## src/zx_pkg.sv

```systemverilog
/*
 * Machine type, video timing sizes, screen pages and port decode masks
 */
package zx_pkg;

    typedef enum logic {
        MACHINE_48,
        MACHINE_PENT
    } machine_t;

    // --------------------------------------------------
    // Video timing
    // --------------------------------------------------
    localparam logic [8:0] H_TOTAL      = 9'd448;
    localparam logic [8:0] V_TOTAL_48   = 9'd312;
    localparam logic [8:0] V_TOTAL_PENT = 9'd320;

    // Paper area, in pixels and lines
    localparam logic [8:0] H_PAPER = 9'd256;
    localparam logic [8:0] V_PAPER = 9'd192;

    // --------------------------------------------------
    // Paging and I/O decode
    // --------------------------------------------------
    localparam logic [2:0] PAGE_SCREEN0 = 3'd5;
    localparam logic [2:0] PAGE_SCREEN1 = 3'd7;

    // A port is selected when all masked address bits are low
    localparam logic [15:0] PORT_FE_MASK   = 16'h0001;
    localparam logic [15:0] PORT_7FFD_MASK = 16'h8002;

endpackage

```

## src/cpu_bus.sv

```systemverilog
`timescale 1ns/1ps

/*
 * Decoded Z80 bus, all strobes active high
 */
interface cpu_bus;

    logic [15:0] a;
    logic [7:0]  d;
    logic        mreq;
    logic        iorq;
    logic        rd;
    logic        wr;
    logic        m1;
    logic        rfsh;
    // I/O cycle that is not an interrupt acknowledge
    logic        ioreq;

    // Driven from the pins at the top level
    modport src (
        output a, d,
        output mreq, iorq, rd, wr, m1, rfsh,
        output ioreq
    );

    // Seen by the blocks that decode CPU cycles
    modport snk (
        input a, d,
        input mreq, iorq, rd, wr, m1, rfsh,
        input ioreq
    );

endinterface

```

## src/screen.sv

```systemverilog
`timescale 1ns/1ps

/*
 * Line and frame counters, syncs, screen fetch requests and RGB output
 */
module screen (
    input  logic             clk28,
    input  logic             usrrst_n,
    input  zx_pkg::machine_t machine,
    input  logic [2:0]       border,
    input  logic             fetch_allow,
    input  logic [7:0]       fetch_data,
    output logic [8:0]       hc,
    output logic [8:0]       vc,
    output logic             ck7,
    output logic             hsync,
    output logic             vsync,
    output logic [1:0]       r,
    output logic [1:0]       g,
    output logic [1:0]       b,
    output logic             fetch,
    output logic [13:0]      addr
);
    import zx_pkg::*;

    localparam logic [8:0] HSYNC_BEG = 9'd344;
    localparam logic [8:0] HSYNC_END = 9'd376;
    localparam logic [8:0] VSYNC_BEG = 9'd248;
    localparam logic [8:0] VSYNC_END = 9'd252;
    // Paper is shown one cell after it is fetched
    localparam logic [8:0] PAPER_DLY = 9'd8;

    logic [1:0] div4;
    logic [8:0] v_total;
    logic [8:0] hc_next;
    logic [8:0] vc_next;
    logic       cell_tick;
    logic       fetch_area;
    logic       paper;
    logic       attr_phase;
    logic       capture;
    logic [4:0] col_q;
    logic [7:0] row_q;
    logic [7:0] bmp_next;
    logic [7:0] attr_next;
    logic [7:0] pix_sr;
    logic [7:0] attr_q;
    logic [2:0] colour;
    logic       bright;

    // --------------------------------------------------
    // Counters and syncs
    // --------------------------------------------------
    assign ck7 = &div4;
    assign v_total = (machine == MACHINE_PENT) ? V_TOTAL_PENT : V_TOTAL_48;
    assign hc_next = (hc == H_TOTAL - 9'd1) ? 9'd0 : hc + 9'd1;

    always_comb begin
        vc_next = vc;
        if (hc == H_TOTAL - 9'd1) begin
            vc_next = (vc == v_total - 9'd1) ? 9'd0 : vc + 9'd1;
        end
    end

    always_ff @(posedge clk28 or negedge usrrst_n) begin
        if (!usrrst_n) begin
            div4 <= 2'd0;
            hc <= 9'd0;
            vc <= 9'd0;
        end else begin
            div4 <= div4 + 2'd1;
            if (ck7) begin
                hc <= hc_next;
                vc <= vc_next;
            end
        end
    end

    assign hsync = ~((hc >= HSYNC_BEG) && (hc < HSYNC_END));
    assign vsync = ~((vc >= VSYNC_BEG) && (vc < VSYNC_END));

    // --------------------------------------------------
    // Fetch, bitmap byte then attribute byte per cell
    // --------------------------------------------------
    assign cell_tick = ck7 && (hc[2:0] == 3'd7);
    assign fetch_area = (vc_next < V_PAPER) && (hc_next < H_PAPER);

    always_ff @(posedge clk28 or negedge usrrst_n) begin
        if (!usrrst_n) begin
            fetch <= 1'b0;
            attr_phase <= 1'b0;
            capture <= 1'b0;
        end else begin
            capture <= fetch && fetch_allow;
            if (fetch && fetch_allow) begin
                fetch <= 1'b0;
            end
            if (capture && !attr_phase) begin
                attr_phase <= 1'b1;
                fetch <= 1'b1;
            end
            // New cell restarts the sequence
            if (cell_tick && fetch_area) begin
                fetch <= 1'b1;
                attr_phase <= 1'b0;
                capture <= 1'b0;
            end
        end
    end

    always_ff @(posedge clk28) begin
        if (cell_tick && fetch_area) begin
            col_q <= hc_next[7:3];
            row_q <= vc_next[7:0];
        end
        if (capture) begin
            if (attr_phase) begin
                attr_next <= fetch_data;
            end else begin
                bmp_next <= fetch_data;
            end
        end
        if (cell_tick) begin
            pix_sr <= bmp_next;
            attr_q <= attr_next;
        end else if (ck7) begin
            pix_sr <= {pix_sr[6:0], 1'b0};
        end
    end

    assign addr = attr_phase ? {4'b0110, row_q[7:3], col_q}
                             : {1'b0, row_q[7:6], row_q[2:0], row_q[5:3], col_q};

    // --------------------------------------------------
    // Colour
    // --------------------------------------------------
    assign paper = (vc < V_PAPER) && (hc >= PAPER_DLY) && (hc < H_PAPER + PAPER_DLY);

    always_comb begin
        colour = border;
        bright = 1'b1;
        if (paper) begin
            colour = pix_sr[7] ? attr_q[2:0] : attr_q[5:3];
            bright = attr_q[6];
        end
    end

    // G R B order in the attribute byte
    assign r = {colour[1], colour[1] & bright};
    assign g = {colour[2], colour[2] & bright};
    assign b = {colour[0], colour[0] & bright};

endmodule

```

## src/cpucontrol.sv

```systemverilog
`timescale 1ns/1ps

/*
 * CPU clock divider and frame interrupt
 */
module cpucontrol #(
    parameter int INT_LEN = 32
) (
    input  logic       clk28,
    input  logic       usrrst_n,
    input  logic [8:0] hc,
    input  logic [8:0] vc,
    cpu_bus.snk        bus,
    output logic       clkcpu,
    output logic       n_int
);

    // One CPU clock is eight clk28 cycles
    localparam int INT_CYCLES = INT_LEN * 8;
    localparam int CNT_W = $clog2(INT_CYCLES + 1);

    logic [2:0]       div8;
    logic             frame_zero;
    logic             frame_zero_q;
    logic             int_ack;
    logic [CNT_W-1:0] int_cnt;

    // --------------------------------------------------
    // 3.5 MHz clock
    // --------------------------------------------------
    always_ff @(posedge clk28 or negedge usrrst_n) begin
        if (!usrrst_n) begin
            div8 <= 3'd0;
        end else begin
            div8 <= div8 + 3'd1;
        end
    end

    assign clkcpu = div8[2];

    // --------------------------------------------------
    // Interrupt pulse
    // --------------------------------------------------
    assign frame_zero = (hc == 9'd0) && (vc == 9'd0);
    assign int_ack = bus.m1 & bus.iorq;

    // frame_zero_q starts high so the first pulse comes with the next frame
    always_ff @(posedge clk28 or negedge usrrst_n) begin
        if (!usrrst_n) begin
            frame_zero_q <= 1'b1;
            n_int <= 1'b1;
            int_cnt <= '0;
        end else begin
            frame_zero_q <= frame_zero;
            if (frame_zero && !frame_zero_q) begin
                n_int <= 1'b0;
                int_cnt <= '0;
            end else if (!n_int) begin
                if (int_ack || (int_cnt == CNT_W'(INT_CYCLES - 1))) begin
                    n_int <= 1'b1;
                end else begin
                    int_cnt <= int_cnt + 1'b1;
                end
            end
        end
    end

endmodule

```

## src/ports.sv

```systemverilog
`timescale 1ns/1ps

/*
 * Port #FE (border, beeper, keyboard) and port #7FFD (128K paging)
 */
module ports (
    input  logic       clk28,
    input  logic       usrrst_n,
    cpu_bus.snk        bus,
    input  logic [4:0] kd,
    output logic [2:0] border,
    output logic       beeper,
    output logic [2:0] rampage,
    output logic       screenpage,
    output logic       rompage,
    output logic [7:0] d_out,
    output logic       d_out_active
);
    import zx_pkg::*;

    logic        io_wr;
    logic        io_wr_q;
    logic        wr_take;
    logic [15:0] wr_a;
    logic [7:0]  wr_d;
    logic        lock_7ffd;

    function automatic logic port_sel(input logic [15:0] a, input logic [15:0] mask);
        return (a & mask) == 16'h0000;
    endfunction

    // --------------------------------------------------
    // Writes, captured on the first edge and applied on the next
    // --------------------------------------------------
    assign io_wr = bus.ioreq & bus.wr;

    always_ff @(posedge clk28) begin
        if (io_wr && !io_wr_q) begin
            wr_a <= bus.a;
            wr_d <= bus.d;
        end
    end

    always_ff @(posedge clk28 or negedge usrrst_n) begin
        if (!usrrst_n) begin
            io_wr_q <= 1'b0;
            wr_take <= 1'b0;
            border <= 3'd0;
            beeper <= 1'b0;
            rampage <= 3'd0;
            screenpage <= 1'b0;
            rompage <= 1'b0;
            lock_7ffd <= 1'b0;
        end else begin
            io_wr_q <= io_wr;
            wr_take <= io_wr & ~io_wr_q;
            if (wr_take && port_sel(wr_a, PORT_FE_MASK)) begin
                border <= wr_d[2:0];
                beeper <= wr_d[4];
            end
            // Bit 5 locks paging until reset
            if (wr_take && port_sel(wr_a, PORT_7FFD_MASK) && !lock_7ffd) begin
                rampage <= wr_d[2:0];
                screenpage <= wr_d[3];
                rompage <= wr_d[4];
                lock_7ffd <= wr_d[5];
            end
        end
    end

    // Keyboard read, rows already combined on the pins
    assign d_out_active = bus.ioreq & bus.rd & port_sel(bus.a, PORT_FE_MASK);
    assign d_out = {3'b111, kd};

endmodule

```

## src/memcontrol.sv

```systemverilog
`timescale 1ns/1ps

/*
 * CPU address mapping, screen fetch arbitration, RAM/ROM strobes and data-out mux
 */
module memcontrol (
    input  logic         clk28,
    input  logic         usrrst_n,
    cpu_bus.snk          bus,
    input  logic         screen_fetch,
    input  logic [13:0]  screen_addr,
    input  logic [2:0]   rampage,
    input  logic         screenpage,
    input  logic         rompage,
    input  logic [7:0]   vd_in,
    input  logic [7:0]   d_out,
    input  logic         d_out_active,
    output logic         fetch_allow,
    output logic [7:0]   fetch_data,
    output logic [18:0]  va,
    output logic [7:0]   vd_out,
    output logic         n_vrd,
    output logic         n_vwr,
    output logic         n_romcs,
    output logic [15:14] ra,
    output logic [7:0]   xd_out,
    output logic         xd_oe
);
    import zx_pkg::*;

    logic        cpu_mem;
    logic        rom_area;
    logic        cpu_ram_rd;
    logic        cpu_ram_wr;
    logic [2:0]  cpu_page;
    logic [2:0]  scr_page;
    logic        scr_grant;
    logic        scr_phase;
    logic [16:0] scr_va_q;

    // --------------------------------------------------
    // Address mapping
    // --------------------------------------------------
    assign cpu_mem = bus.mreq & ~bus.rfsh;
    assign rom_area = (bus.a[15:14] == 2'b00);
    assign cpu_ram_rd = cpu_mem & ~rom_area & bus.rd;
    assign cpu_ram_wr = cpu_mem & ~rom_area & bus.wr;

    always_comb begin
        case (bus.a[15:14])
            2'b01: cpu_page = PAGE_SCREEN0;
            2'b10: cpu_page = 3'd2;
            2'b11: cpu_page = rampage;
            default: cpu_page = 3'd0;
        endcase
    end

    assign n_romcs = ~(cpu_mem & rom_area);
    assign ra = {1'b0, rompage};

    // Screen reads only while the CPU leaves the bus free
    assign fetch_allow = ~bus.mreq | bus.rfsh;
    assign scr_grant = screen_fetch & fetch_allow;
    assign scr_page = screenpage ? PAGE_SCREEN1 : PAGE_SCREEN0;
    assign fetch_data = vd_in;

    always_ff @(posedge clk28) begin
        if (scr_grant) begin
            scr_va_q <= {scr_page, screen_addr};
        end
    end

    always_comb begin
        if (scr_phase) begin
            va = {2'b00, scr_va_q};
        end else if (scr_grant) begin
            va = {2'b00, scr_page, screen_addr};
        end else begin
            va = {2'b00, cpu_page, bus.a[13:0]};
        end
    end

    // --------------------------------------------------
    // RAM strobes
    // --------------------------------------------------
    always_ff @(posedge clk28 or negedge usrrst_n) begin
        if (!usrrst_n) begin
            n_vrd <= 1'b1;
            n_vwr <= 1'b1;
            scr_phase <= 1'b0;
        end else begin
            n_vrd <= ~(scr_grant | cpu_ram_rd);
            n_vwr <= ~(cpu_ram_wr & ~cpu_ram_rd);
            scr_phase <= scr_grant;
        end
    end

    assign vd_out = bus.d;

    // CPU data bus, ROM drives it on its own
    assign xd_out = d_out_active ? d_out : vd_in;
    assign xd_oe = d_out_active | cpu_ram_rd;

endmodule

```

## src/zx_ula.sv

```systemverilog
`timescale 1ns/1ps

/*
 * Reduced ZX Spectrum ULA, pin-level top with bus decode and block wiring
 */
module zx_ula #(
    parameter int INT_LEN = 32
) (
    input  logic             clk28,
    input  logic             usrrst_n,
    input  zx_pkg::machine_t machine,
    input  logic [15:0]      xa,
    input  logic [7:0]       xd_in,
    input  logic             n_mreq,
    input  logic             n_iorq,
    input  logic             n_rd,
    input  logic             n_wr,
    input  logic             n_m1,
    input  logic             n_rfsh,
    input  logic [4:0]       kd,
    input  logic [7:0]       vd_in,
    output logic [7:0]       xd_out,
    output logic             xd_oe,
    output logic             clkcpu,
    output logic             n_int,
    output logic [18:0]      va,
    output logic [7:0]       vd_out,
    output logic             n_vrd,
    output logic             n_vwr,
    output logic             n_romcs,
    output logic [15:14]     ra,
    output logic [1:0]       r,
    output logic [1:0]       g,
    output logic [1:0]       b,
    output logic             hsync,
    output logic             vsync,
    output logic             beeper
);

    logic [8:0]  hc;
    logic [8:0]  vc;
    logic [2:0]  border;
    logic        screen_fetch;
    logic [13:0] screen_addr;
    logic        fetch_allow;
    logic [7:0]  fetch_data;
    logic [2:0]  rampage;
    logic        screenpage;
    logic        rompage;
    logic [7:0]  ports_dout;
    logic        ports_dout_active;

    // --------------------------------------------------
    // CPU bus
    // --------------------------------------------------
    cpu_bus bus ();

    assign bus.a = xa;
    assign bus.d = xd_in;
    assign bus.mreq = ~n_mreq;
    assign bus.iorq = ~n_iorq;
    assign bus.rd = ~n_rd;
    assign bus.wr = ~n_wr;
    assign bus.m1 = ~n_m1;
    assign bus.rfsh = ~n_rfsh;
    assign bus.ioreq = ~n_iorq & n_m1;

    // --------------------------------------------------
    // Blocks
    // --------------------------------------------------
    screen screen0 (
        .clk28(clk28),
        .usrrst_n(usrrst_n),
        .machine(machine),
        .border(border),
        .fetch_allow(fetch_allow),
        .fetch_data(fetch_data),
        .hc(hc),
        .vc(vc),
        .ck7(),
        .hsync(hsync),
        .vsync(vsync),
        .r(r),
        .g(g),
        .b(b),
        .fetch(screen_fetch),
        .addr(screen_addr)
    );

    cpucontrol #(
        .INT_LEN(INT_LEN)
    ) cpucontrol0 (
        .clk28(clk28),
        .usrrst_n(usrrst_n),
        .hc(hc),
        .vc(vc),
        .bus(bus),
        .clkcpu(clkcpu),
        .n_int(n_int)
    );

    ports ports0 (
        .clk28(clk28),
        .usrrst_n(usrrst_n),
        .bus(bus),
        .kd(kd),
        .border(border),
        .beeper(beeper),
        .rampage(rampage),
        .screenpage(screenpage),
        .rompage(rompage),
        .d_out(ports_dout),
        .d_out_active(ports_dout_active)
    );

    memcontrol memcontrol0 (
        .clk28(clk28),
        .usrrst_n(usrrst_n),
        .bus(bus),
        .screen_fetch(screen_fetch),
        .screen_addr(screen_addr),
        .rampage(rampage),
        .screenpage(screenpage),
        .rompage(rompage),
        .vd_in(vd_in),
        .d_out(ports_dout),
        .d_out_active(ports_dout_active),
        .fetch_allow(fetch_allow),
        .fetch_data(fetch_data),
        .va(va),
        .vd_out(vd_out),
        .n_vrd(n_vrd),
        .n_vwr(n_vwr),
        .n_romcs(n_romcs),
        .ra(ra),
        .xd_out(xd_out),
        .xd_oe(xd_oe)
    );

endmodule

```

## config.mk

```make
export PLATFORM = sky130hd
export DESIGN_NAME = zx_ula
export DESIGN_NICKNAME = d
export VERILOG_FILES = /design/src/zx_pkg.sv /design/src/cpu_bus.sv /design/src/screen.sv /design/src/cpucontrol.sv /design/src/ports.sv /design/src/memcontrol.sv /design/src/zx_ula.sv
export SDC_FILE = /design/constraint.sdc
export NUM_CORES = 1
export LEC_CHECK = 0
export ABC_CLOCK_PERIOD_IN_PS = 3400
export BUFFER_PORTS_ARGS = -buffer_cell sky130_fd_sc_hd__clkbuf_2
export CAP_MARGIN = 5
export CORE_ASPECT_RATIO = 0.7
export CORE_MARGIN = 4
export CORE_UTILIZATION = 40
export DETAILED_ROUTE_END_ITERATION = 8
export RECOVER_POWER = 25
export SLEW_MARGIN = 25
export SYNTH_ARGS = -nofsm -noshare
export SYNTH_HDL_FRONTEND = slang
export SYNTH_SLANG_ARGS = --single-unit
```

## constraint.sdc

```tcl
create_clock -name clk28 -period 3.4 [get_ports clk28]
set_clock_uncertainty 0.2 [all_clocks]
set_input_delay 0 -clock clk28 [delete_from_list [all_inputs] [get_ports clk28]]
set_output_delay 0 -clock clk28 [all_outputs]
set_load 0.01 [all_outputs]
```

Yosys cells after proc, flatten, opt, wreduce, memory -nomap -nowiden
Cells that the tools add are included.
Word-level totals
  register bits after elaboration: 134
  bits of input ports: 46
  output and inout port bits: 52
  logic and storage cells: 148
Cells by class
  add/subtract/negate cells: 6
  order comparisons: 9
  eq/ne operators: 9
  multiplexer cells: 27
  bitwise logic cells: 34
  reduce and logical (&&, ||, !) cells: 33
Operators with widths (number)
  9-bit two-way mux: 6
  16-bit zero test: 3
  9-bit by 1-bit adder with 9-bit output (second input constant): 3
  9-bit by 8-bit < comparator with 1-bit output (second input constant): 3
  9-bit < comparator (second input constant): 3
  8-bit two-way mux: 3
  19-bit two-way mux: 1
  9-bit zero test: 2
  17-bit two-way mux: 1
  1-bit AND: 16
  1-bit logical AND: 15
  1-bit NOT: 15
  13-bit two-way mux: 1
  1-bit two-way mux: 10
  9-bit by 8-bit equality test with 1-bit output (second input constant): 1
  9-bit equality test: 1
  9-bit equality test (second input constant): 1
  9-bit by 4-bit greater-or-equal comparator with 1-bit output (second input constant): 1
  9-bit by 8-bit greater-or-equal comparator with 1-bit output (second input constant): 1
  9-bit greater-or-equal comparator (second input constant): 1
  3-bit case mux with 3 select lines: 1
  9-bit by 1-bit subtractor with 9-bit output (second input constant): 1
  2-bit AND reduction: 4
  7-bit two-way mux: 1
  other kinds (15): 23

Longest topological paths before layout
Gate-level depths: netlist (run 1).
  depth after elaboration: 9
  mapped depth: 9
  depth with buffers taken out: 8

Modules after synthesis
Synthesis (run 1) repeated with hierarchy kept, for this count alone.
Second synthesis, totals
  cells, all modules: 520
  area, all modules: 6013.3 um^2
Modules (own cells, without submodules)
  screen: instances 1, cells an instance 268, area each 3180.6 um^2, sequential area each 1866.8 um^2
  memcontrol: instances 1, cells an instance 134, area each 1277.5 um^2, sequential area each 528.0 um^2
  ports: instances 1, cells an instance 47, area each 800.8 um^2, sequential area each 570.5 um^2
  cpucontrol: instances 1, cells an instance 64, area each 718.2 um^2, sequential area each 352.8 um^2
  zx_ula: instances 1, cells an instance 7, area each 36.3 um^2, sequential area each 0.0 um^2

Worst setup path before layout (run 1)
OpenSTA, ideal clock, no wires.
  kind: register -> register
  start point: reg screen0.hc[0]
  end point: reg screen0.col_q[0] (enable)
  setup time: 357 ps
  arrival: 2229 ps
  data required time: 2843 ps
  setup slack: 614 ps
  cell stages (with the launch flop): 8
  path buffers: 1
  clock period less this slack: 2786 ps
  path through: dfrtp_1 -> ha_1 -> ha_1 -> and2_1 -> clkbuf_1 -> nand3b_1 -> a211oi_1 -> or2_1
On the way
  elaborated cells between the ends (all ways): 10
  those cells by class: add/sub (1); order compare (2); eq/ne (2); mux (2); reduce/logical (3)
RTL lines
  start: declaration: RTL line screen.sv:13  | output logic [8:0] hc,
  start signal: assignment: RTL line screen.sv:73  | hc <= hc_next;
  3-bit equality test: RTL line screen.sv:85  | assign cell_tick = ck7 && (hc[2:0] == 3'd7);
  1-bit logical AND: RTL line screen.sv:85
  via screen0.cell_tick: RTL line screen.sv:37  | logic cell_tick;
  1-bit logical AND: RTL line screen.sv:112  | if (cell_tick && fetch_area) begin
  end signal: assignment: RTL line screen.sv:113  | col_q <= hc_next[7:3];
  end: declaration: RTL line screen.sv:42  | logic [4:0] col_q;
The timed path passes the listed nets, and every way through them passes these cells.
A chain may end at the register's enable or synchronous reset.

Final worst setup path (run 1)
  start point: reg screen0.hc[1]
  end point: reg screen0.row_q[6] (enable)
On the way
  word-level cells in the longest chain between the ends: 5
  elaborated cells between the ends (all ways): 10
  those cells by class: add/sub (1); order compare (2); eq/ne (2); mux (2); reduce/logical (3)
Ends and longest elaborated chain
  9-bit by 1-bit adder with 9-bit output / 9-bit equality test (equally long branches): RTL line screen.sv:56, screen.sv:60
  9-bit two-way mux (on tied branches): RTL line screen.sv:56, screen.sv:60
  9-bit < comparator / 9-bit by 8-bit < comparator with 1-bit output (equally long branches): RTL line screen.sv:86  | assign fetch_area = (vc_next < V_PAPER) && (hc_next < H_PAPER);
  1-bit logical AND: RTL line screen.sv:86
  1-bit logical AND *: RTL line screen.sv:112
  end signal: assignment: RTL line screen.sv:114  | row_q <= vc_next[7:0];
  end: declaration: RTL line screen.sv:43  | logic [7:0] row_q;
Mark *: on every way between the ends. The rest lies on a longest branch, timed or not.

==> results.md, run 1 <==
* Met2 GRT Util at 0.228
* CP Max Fanout at 13
* Share of cells above drive strength 1 at 0.256
* IO buf count at 90
* Final HPWL DP at 8290 µm
* Status: complete, but fails checks
* CP top delay family: simple AND/OR/NAND/NOR gates
* Global route hottest layer: met2
* Initial antenna violation count at 0
* CTS Root Cell: clkbuf_16
* Fin crit period at 2.82 ns
* Yosys warnings at 0
* Via count of the first global-routing pass at 3760
* Pre-CTS setup slack at 0.550 ns
* Worst EP arrival at 2.65 ns
* Hold-fix buffer count after cts at 29
* Maximum clock frequency at 355 MHz
* Power Dens Cells at 512 nW/µm²
* Asr flop ratio synth at 0.441
* Yosys cell types at 48
* Avg Cell Area, Syn at 12.1 µm²
* RSZ-0062 raised after global routing: false
* CP endpoint kind: register
* CTS Sinks at 118
* Crit Path Class: register to register
* Yosys reg bits at 118
* Primary FF master, synth: edfxtp_1
* Synth top area share at 0.359
* Critical Path RT at 3.23 ns
* Area contributors post-synth: edfxtp_1, dfrtp_1, mux2_2
* Failing checks: max-capacitance violations, max-slew violations
* Area Growth Syn to Fin at 25.1%
* Filler cell count at 1174
* Peak per-stage delay on the critical path at 0.50 ns
* Setup WS post-layout at 0.583 ns
* Leading area contributor after synthesis: edfxtp_1
* Slowest CP cell: or2_1
* Via/cell ratio at 4.89
* Tcrit/Tclk final at 0.828
* Hold Violations, Final at 0
* CTS Buf Count at 17
* Setup TNS at 0 ns
* Seq/Total Area, Yosys at 0.595
* Min Hold Slack at 0.0543 ns
* Die ar. at 15800 µm²
* Syn Inst Count at 458
* Width of the chip at 149 µm
* Detailed Route WL at 11900 µm
* Drt pass-1 iters at 4
* GR Util All Layers at 0.158
* CP startpoint kind: register
* Type of the tightest min-delay check: input pin to register
* Fin. max-slew vios at 32
* Max-Cap Viols at 1
* Leak pwr at 2.82 nW
* Worst-path cell chain: ha_1 > nand4b_4 > nor4_1 > xor2_1 > a211oi_1 > or2_1
* Largest net degree at the start of global routing at 33
* Placer Congestion at 0.891
* CTS H-tree lvls at 4
* DR WL/cell at 15.4 µm
* GRT met1 Usage at 0.227
* Worst slew pin tran at 1.80 ns
* TritonCTS clock tree: built
* Grt met3 use at 0.0443
* Rel. slew slack at -0.200
* CORE AREA at 13400 µm²
* # rows at 35
* EDFF count, synth at 66
* Gates resized, CTS repair at 0
* Wire length of the first global-routing pass at 19300 µm
* Worst path bufs/invs at 0
* Antenna diode count at 0
* Worst IR Drop VDD at 0.310 mV
* Routed Antenna Nets at 0
* Clock Latency Late Sink at 0.40 ns
* Fin nets at 628
* Die Ht at 106 µm
* Initial Util at 0.414
* Synthesized cell area at 5530 µm²
* Maximum clock path buffer count at 2
* I/O Pins at 98
* # Post-CTS Setup Buffers at 0
* Drt drc at 0
* GRT overflow at 0
* Via count at 3768
* Setup-failing EPs final at 0
* DRT iter0 DRCs at 251
* Worst-path clk slew at 0.05 ns
## synth_stat cells (3+ instances only)
master	instances
a211oi_1	3
a21oi_1	6
and2_1	6
and3_1	4
buf_2	8
buf_4	13
clkbuf_1	11
dfrtp_1	48
dfstp_2	4
edfxtp_1	66
ha_1	9
inv_1	14
mux2_2	30
mux2i_1	17
nand2_1	43
nand2b_1	4
nand3_1	17
nand3b_1	4
nand4_1	6
nor2_1	31
nor2b_1	6
nor3_1	10
nor4_1	4
o21ai_0	35
o31ai_1	4
or2_2	6
or3_1	3
xnor2_1	9
xor2_1	14
## layer usage
metal,wire [µm],share of wire
met1,5970,0.50
met2,5120,0.43
met3,741,0.062
met4,55,0.0046
met5,0,0
## area by class of cell
type / count / area (µm²) / area share
multi-input combinational: 295 / 2010 / 0.291
timing repair buffer: 126 / 762 / 0.110
inverter: 15 / 56.3 / 0.00814
clock inverter: 13 / 134 / 0.0194
clock buffer: 19 / 433 / 0.0626
tap: 185 / 231 / 0.0335
sequential: 118 / 3290 / 0.475
## path summary, 6_finish.rpt
| path | start | end | slack [ns] | depth (start not counted) |
|---|---|---|---|---|
| setup / recovery | screen0.hc[1] | screen0.row_q[6] | 0.58 | 6 |
| hold / removal | n_mreq | screen0.capture | 0.05 | 4 |
| setup reg to reg | screen0.hc[1] | screen0.row_q[6] | 0.58 | 6 |
| hold reg to reg | screen0.attr_next[4] | screen0.attr_q[4] | 0.22 | 0 |
| max in group asynchronous | usrrst_n | memcontrol0.n_vrd | 1.38 | 3 |
| min in group asynchronous | usrrst_n | cpucontrol0.div8[2] | 0.42 | 2 |
## cell families after synthesis
family,Yosys count,share of synthesized area
xor+xnor,23,0.0364
fa+ha+maj,9,0.0204
simple gates,158,0.156
buf+inv,47,0.0426
other cells,1,0.000678
flops,118,0.595
mux,47,0.0919
compound gates,55,0.0570
## worst register-to-register path, stage by stage (launching register included)
cell	delay, ns
dfrtp_1	0.37
ha_1	0.26
nand4b_4	0.16
nor4_1	0.35
xor2_1	0.14
a211oi_1	0.46
or2_1	0.50
## registers in the layout (all words and copies together), names as in the netlist, 2 cells and up
register and count:
cpucontrol0.div8 3, cpucontrol0.int_cnt 9, memcontrol0.scr_va_q 14, ports0.border 3, ports0.rampage 3, ports0.wr_a 3
ports0.wr_d 6, screen0.attr_next 7, screen0.attr_q 7, screen0.bmp_next 8, screen0.col_q 5, screen0.div4 2
screen0.hc 9, screen0.pix_sr 8, screen0.row_q 8, screen0.vc 9
## where the power goes
group	leakage [nW]	internal, mW	total [mW]	switching [mW]
logic	1.29	0.120	0.241	0.121
registers	1.27	1.56	1.61	0.0465
clock network	0.263	1.07	1.69	0.619
total	2.82	2.75	3.54	0.786
## stage by stage
stage          instance area (µm²)   util  total power [mW]  instances
2_1_floorplan                 5540      -              1.75        460
3_3_place_gp                  6090  0.456              1.85        710
3_5_place_dp                  6090  0.456              1.86        710
4_1_cts                       6950  0.520              3.59        771
5_1_grt                       6920  0.518              3.69        771
6_report                      6920  0.518              3.54        771
## placed cells by master (no fill, tap or decap), types with 3 or more instances in the layout
cell           Yosys  layout
conb_1             1       3
nand2_1           43      43
dlygate4sd3_1      0      29
nor3_1            10      10
nand4_1            6       6
nand3_1           17      17
nand3b_1           4       4
and2_1             6       6
clkbuf_1          11      27
and3_1             4       4
clkinvlp_4         0       5
ha_1               9       9
clkinv_2           0       3
nor2_1            31      31
or3_1              3       3
buf_4             13       7
edfxtp_1          66      66
mux2_2            30      30
a21oi_1            6       6
a211oi_1           3       3
dfstp_2            4       4
o31ai_1            4       4
nor2b_1            6       6
clkbuf_16          0      17
o21ai_0           35      35
xor2_1            14      14
dfrtp_1           48      48
nor4_1             4       4
mux2i_1           17      17
clkbuf_2           0      65
inv_1             14      14
nand2b_1           4       4
or2_2              6       6
xnor2_1            9       9
Power figures use the tool's default switching activity.
==> run 2: changes to the inputs <==
ABC_AREA = 1   (was not set)
ABC_CLOCK_PERIOD_IN_PS = 2420   (was 3400)
clock period = 2.42 ns   (was 3.4 ns; I/O delays follow)
==> results.md, run 2 <==
* Status: finished clean
* Worst IR Drop VDD at 0.525 mV
* CORE AREA at 13900 µm²
* # rows at 36
* Detailed Route WL at 13000 µm
* Type of the tightest min-delay check: input pin to output port
* Tcrit/Tclk final at 0.949
* Power Dens Cells at 708 nW/µm²
* Initial antenna violation count at 0
* Worst path bufs/invs at 3
* Initial Util at 0.407
* CP endpoint kind: output port
* IO buf count at 90
* Fin crit period at 2.30 ns
* Width of the chip at 150 µm
* Yosys cell types at 46
* Switching portion of total power at 0.219
* Leak pwr at 3.41 nW
* Via count of the first global-routing pass at 4171
* CTS Buf Count at 17
* Drt pass-1 iters at 5
* Min Hold Slack at 0.0623 ns
* CTS H-tree lvls at 4
* GRT overflow at 0
* Asr flop ratio synth at 0.441
* Wire length of the first global-routing pass at 21000 µm
* Setup TNS at 0 ns
* Drt drc at 0
* Max-Cap Viols at 0
* Die ar. at 16200 µm²
* CP startpoint kind: register
* Critical Path RT at 2.22 ns
* Fin nets at 772
* Internal power at 3.98 mW
* EDFF count, synth at 66
* Setup-failing EPs final at 0
* Leading area contributor after synthesis: edfxtp_1
* Via/cell ratio at 4.79
* Worst slew pin tran at 1.39 ns
* Yosys reg bits at 118
* Synth cell count leaders: nand2_1, edfxtp_1, inv_1
* Routed Antenna Nets at 0
* Util after Layout at 0.518
* Worst EP arrival at 2.10 ns
* Maximum clock frequency at 435 MHz
* Rel. slew slack at 0.0759
* Clk pwr share at 0.499
* Crit Path Class: register to output port
* Via count at 4408
* Reg power frac at 0.435
* # Post-CTS Setup Buffers at 0
* Yosys warnings at 0
* Antenna diode count at 0
* Peak per-stage delay on the critical path at 0.47 ns
* Seq/Total Area, Yosys at 0.580
* CTS Sinks at 118
* Area contributors post-synth: edfxtp_1, dfrtp_1, nand2_1
* Synth top area share at 0.350
* Area Growth Syn to Fin at 27.2%
* Worst R2R Setup Slack at 0.19 ns
* Syn Inst Count at 588
* Net Sw Power at 1.12 mW
* Most common cell after layout, fill and taps aside: nand2_1
* Count leader, synth: nand2_1
* Synthesized cell area at 5670 µm²
* DRT iter0 DRCs at 362
* Worst-path clk slew at 0.05 ns
* Placer Congestion at 0.945
* Worst-path cell chain: inv_1 > nand4_1 > o21ai_1 > nand3_2 > inv_2 > nand2_1 > a21oi_1 > clkbuf_2
* RSZ-0062 raised after global routing: false
* Most frequent cells in the layout: nand2_1, clkbuf_2, edfxtp_1
* CP top delay family: flip-flops
* CTS Root Cell: clkbuf_16
* Final HPWL DP at 9380 µm
* I/O Pins at 98
* CP Max Fanout at 5
* Clock Latency Late Sink at 0.41 ns
* Largest net degree at the start of global routing at 53
* Slowest CP cell: dfrtp_1
* Share of cells above drive strength 1 at 0.232
* TritonCTS clock tree: built
* Placed cell area at 6310 µm²
* Die Ht at 108 µm
* Hold Violations, Final at 0
* Comb power frac at 0.066
* DR WL/cell at 14.2 µm
* Avg Cell Area, Syn at 9.64 µm²
* Maximum clock path buffer count at 2
* GR Util All Layers at 0.168
* Max reg flops at 14
* Fin. max-slew vios at 0
* Most flop-heavy register: memcontrol0.scr_va_q
* Primary FF master, synth: edfxtp_1
* Post-route cell area at 7210 µm²
## run 2: layout make-up
| class | instances | area [µm²] |
|---|---|---|
| fill | 1248 | 6710 |
| sequential | 118 | 3290 |
| multi-input combinational | 374 | 1970 |
| timing repair buffer | 133 | 822 |
| clock buffer | 24 | 534 |
| inverter | 73 | 280 |
| tap | 190 | 238 |
| clock inverter | 8 | 82.6 |
## run 2: routing by layer
metal  share of wire  up-vias  wire length [µm]  track usage
met1            0.49     2054              6400        0.240
li1                -     2199                 -            -
met2            0.43      144              5650        0.245
met5               0        -                 0            0
met4          0.0081        0               105       0.0496
met3           0.067       11               874       0.0509
## run 2: worst paths after layout
kind                                       from             endpoint  cells past startpoint
max in group asynchronous              usrrst_n        screen0.hc[6]                      3
hold / removal                           xa[13]               va[13]                      4
setup / recovery                  screen0.hc[4]                 r[0]                      8
hold reg to reg            screen0.attr_next[1]    screen0.attr_q[1]                      0
setup reg to reg                  screen0.hc[0]     screen0.col_q[3]                      9
min in group asynchronous              usrrst_n  cpucontrol0.div8[2]                      3
## run 2: per-stage QoR
stage | setup WS, ns | power [mW] | cells
detailed placement | 0.183 | 2.56 | 857
CTS | 0.124 | 5.16 | 920
floorplan | 0.234 | 2.43 | 590
finish | 0.122 | 5.10 | 920
global placement | 0.245 | 2.56 | 857
global route | 0.00473 | 5.30 | 920
## run 2: cells by family after synthesis
| family | after synthesis | share of synthesized area |
|---|---|---|
| adders and majority gates | 9 | 0.0199 |
| AOI/OAI and AO/OA | 73 | 0.0704 |
| and+or+nand+nor | 279 | 0.234 |
| muxes | 9 | 0.0179 |
| buffers and inverters | 98 | 0.0757 |
| other | 1 | 0.000661 |
| xor gates and xnor gates | 1 | 0.00155 |
| DFF | 118 | 0.580 |
## run 2: repair_timing
action,CTS,global route
hold buffers,31,0
setup endpoints to repair,0,2
endpoints found under the hold margin,92,0
resized for setup,0,1
## run 2: tightest hold or removal path: cells and delay by family
family / cells / cell delay (ns)
buf+inv: 3 / 0.23
simple gates: 1 / 0.03
## run 2: power groups by stage
stage / Combinational [mW] / Clock [mW] / Sequential (mW)
2_1_floorplan: 0.180 / 0 / 2.25
3_3_place_gp: 0.301 / 0 / 2.25
3_5_place_dp: 0.308 / 0 / 2.26
4_1_cts: 0.346 / 2.59 / 2.22
5_1_grt: 0.383 / 2.69 / 2.23
6_report: 0.337 / 2.55 / 2.22
==> run 3: changes to the inputs <==
ABC_CLOCK_PERIOD_IN_PS = 2900   (was 2420)
clock period = 2.9 ns   (was 2.42 ns; I/O delays follow)
==> results.md, run 3 (synthesis gave the netlist of run 2 again) <==
* Worst EP arrival at 2.47 ns
* Die ar. at 16200 µm²
* R2R depth at 11
* Fin nets at 766
* Final HPWL DP at 9140 µm
* Worst R2R Setup Slack at 0.42 ns
* Worst path bufs/invs at 6
* Rel. slew slack at 0.375
* Reg power frac at 0.436
* CP Max Fanout at 3
* CP startpoint kind: input pin
* # rows at 36
* Via count at 4332
* Share of cells above drive strength 1 at 0.215
* Peak per-stage delay on the critical path at 0.59 ns
* CTS Buf Count at 17
* Tcrit/Tclk final at 0.921
* Fin crit period at 2.67 ns
* Drt pass-1 iters at 5
* Maximum clock path buffer count at 2
* Initial antenna violation count at 0
* Max-Cap Viols at 0
* Wire length of the first global-routing pass at 20500 µm
* Global route hottest layer: met2
* R2r startpoint: cpucontrol0.int_cnt[0]
* Worst Hold Path EP: va[13]
* Internal power at 3.29 mW
* Post-route cell area at 7160 µm²
* Net Sw Power at 956 µW
* Initial Util at 0.407
* Setup WS post-layout at 0.229 ns
* Placer Congestion at 0.896
* Width of the chip at 150 µm
* Gates resized, CTS repair at 0
* RSZ-0062 raised after global routing: false
* Slowest CP cell: dlygate4sd3_1
* Via count of the first global-routing pass at 4116
* Min Hold Slack at 0.0667 ns
* Max reg flops at 14
* Clock Latency Late Sink at 0.40 ns
* Drt drc at 0
* Clk pwr share at 0.496
* Setup TNS at 0 ns
* DRT iter0 DRCs at 298
* Worst slew pin tran at 0.936 ns
* Detailed Route WL at 12900 µm
* Met2 GRT Util at 0.240
* Most flop-heavy register: memcontrol0.scr_va_q
* CORE AREA at 13900 µm²
* Final Non-Filler Cells at 914
* CP top delay family: buffers and inverters
* GRT met1 Usage at 0.238
* CP endpoint kind: output port
* Power Dens Cells at 593 nW/µm²
* Comb power frac at 0.068
* Via/cell ratio at 4.74
* IO buf count at 90
* Placed cell area at 6260 µm²
* Most frequent cells in the layout: nand2_1, edfxtp_1, clkbuf_2
* Type of the tightest min-delay check: input pin to output port
* DR WL/cell at 14.1 µm
* Maximum clock frequency at 374 MHz
* I/O Pins at 98
* Hold_sp: xa[13]
* Area Growth Syn to Fin at 26.3%
* CTS Sinks at 118
* Switching portion of total power at 0.225
* # Post-CTS Setup Buffers at 0
* RR Endpoint: cpucontrol0.int_cnt[7]
* Critical Path RT at 2.70 ns
* Antenna diode count at 0
* GR Util All Layers at 0.165
* Filler cell count at 1226
* Status: finished clean
* Placed insts at 850
* Worst-path cell chain: dlygate4sd3_1 > clkbuf_2 > inv_1 > nand2_1 > dlygate4sd3_1 > a21oi_1 > dlygate4sd3_1 > nand2_1 > nand2_1 > clkbuf_2
* Routed Antenna Nets at 0
* CTS Root Cell: clkbuf_16
* CTS H-tree lvls at 4
* Setup-failing EPs final at 0
* Crit Path Class: input pin to output port
* Grt met3 use at 0.0463
* Most common cell after layout, fill and taps aside: nand2_1
* Die Ht at 108 µm
* TritonCTS clock tree: built
* Fin. max-slew vios at 0
* Hold Violations, Final at 0
* GRT overflow at 0
* Worst IR Drop VDD at 0.462 mV
* Hold path depth at 4
* Pre-CTS setup slack at 0.458 ns
* Leak pwr at 3.36 nW
* Largest net degree at the start of global routing at 38
## run 3: cell types whose count changed in the layout (fill, tap and decap cells not counted), sizes merged
cell,delta
buf,-7
clkinv,+3
clkbuf,-2
clkinvlp,-1
inv,+1
## run 3: power groups by stage
stage	sequential (mW)	clock, mW	combinational (mW)
detailed placement	1.88	0	0.259
CTS	1.85	2.15	0.298
global placement	1.88	0	0.252
global route	1.86	2.24	0.327
finish	1.85	2.11	0.287
floorplan	1.88	0	0.150
## run 3: worst max path at each step
stage | start | end | slack [ns] | cells past startpoint
floorplan | cpucontrol0.int_cnt[0] | cpucontrol0.int_cnt[7] | 0.71 | 11
finish | n_mreq | xd_oe | 0.23 | 10
global placement | cpucontrol0.int_cnt[0] | cpucontrol0.int_cnt[7] | 0.61 | 11
global route | n_mreq | xd_oe | 0.08 | 10
detailed placement | cpucontrol0.int_cnt[0] | cpucontrol0.int_cnt[7] | 0.46 | 11
CTS | n_mreq | xd_oe | 0.24 | 10
## run 3: area by class of cell
type / count / area [µm²] / share of cell area
Clock buffer: 21 / 504 / 0.0704
Timing Repair Buffer: 127 / 779 / 0.109
Multi-Input combinational cell: 374 / 1970 / 0.274
Inverter: 73 / 280 / 0.0391
Clock inverter: 11 / 106 / 0.0148
Tap cell: 190 / 238 / 0.0332
Sequential cell: 118 / 3290 / 0.459
## run 3: routing by layer
layer / wire length (µm) / part of all wire
met5: 0 / 0
met4: 107 / 0.0083
met3: 845 / 0.065
met2: 5610 / 0.43
met1: 6350 / 0.49
## run 3: tightest hold or removal path: stages
cell	delay, ns
clkbuf_2	0.08
inv_1	0.04
nor2_1	0.04
clkbuf_2	0.11
## run 3: metrics by stage
stage | power, mW | utilization
6_report | 4.25 | 0.515
2_1_floorplan | 2.03 | -
4_1_cts | 4.30 | 0.518
5_1_grt | 4.42 | 0.515
3_5_place_dp | 2.14 | 0.450
3_3_place_gp | 2.13 | 0.450
## run 3: repair_timing
| item | in CTS | in global routing |
|---|---|---|
| hold buffers | 32 | 0 |
| endpoints found under the setup margin | 0 | 0 |
| hold endpoints to repair | 90 | 0 |
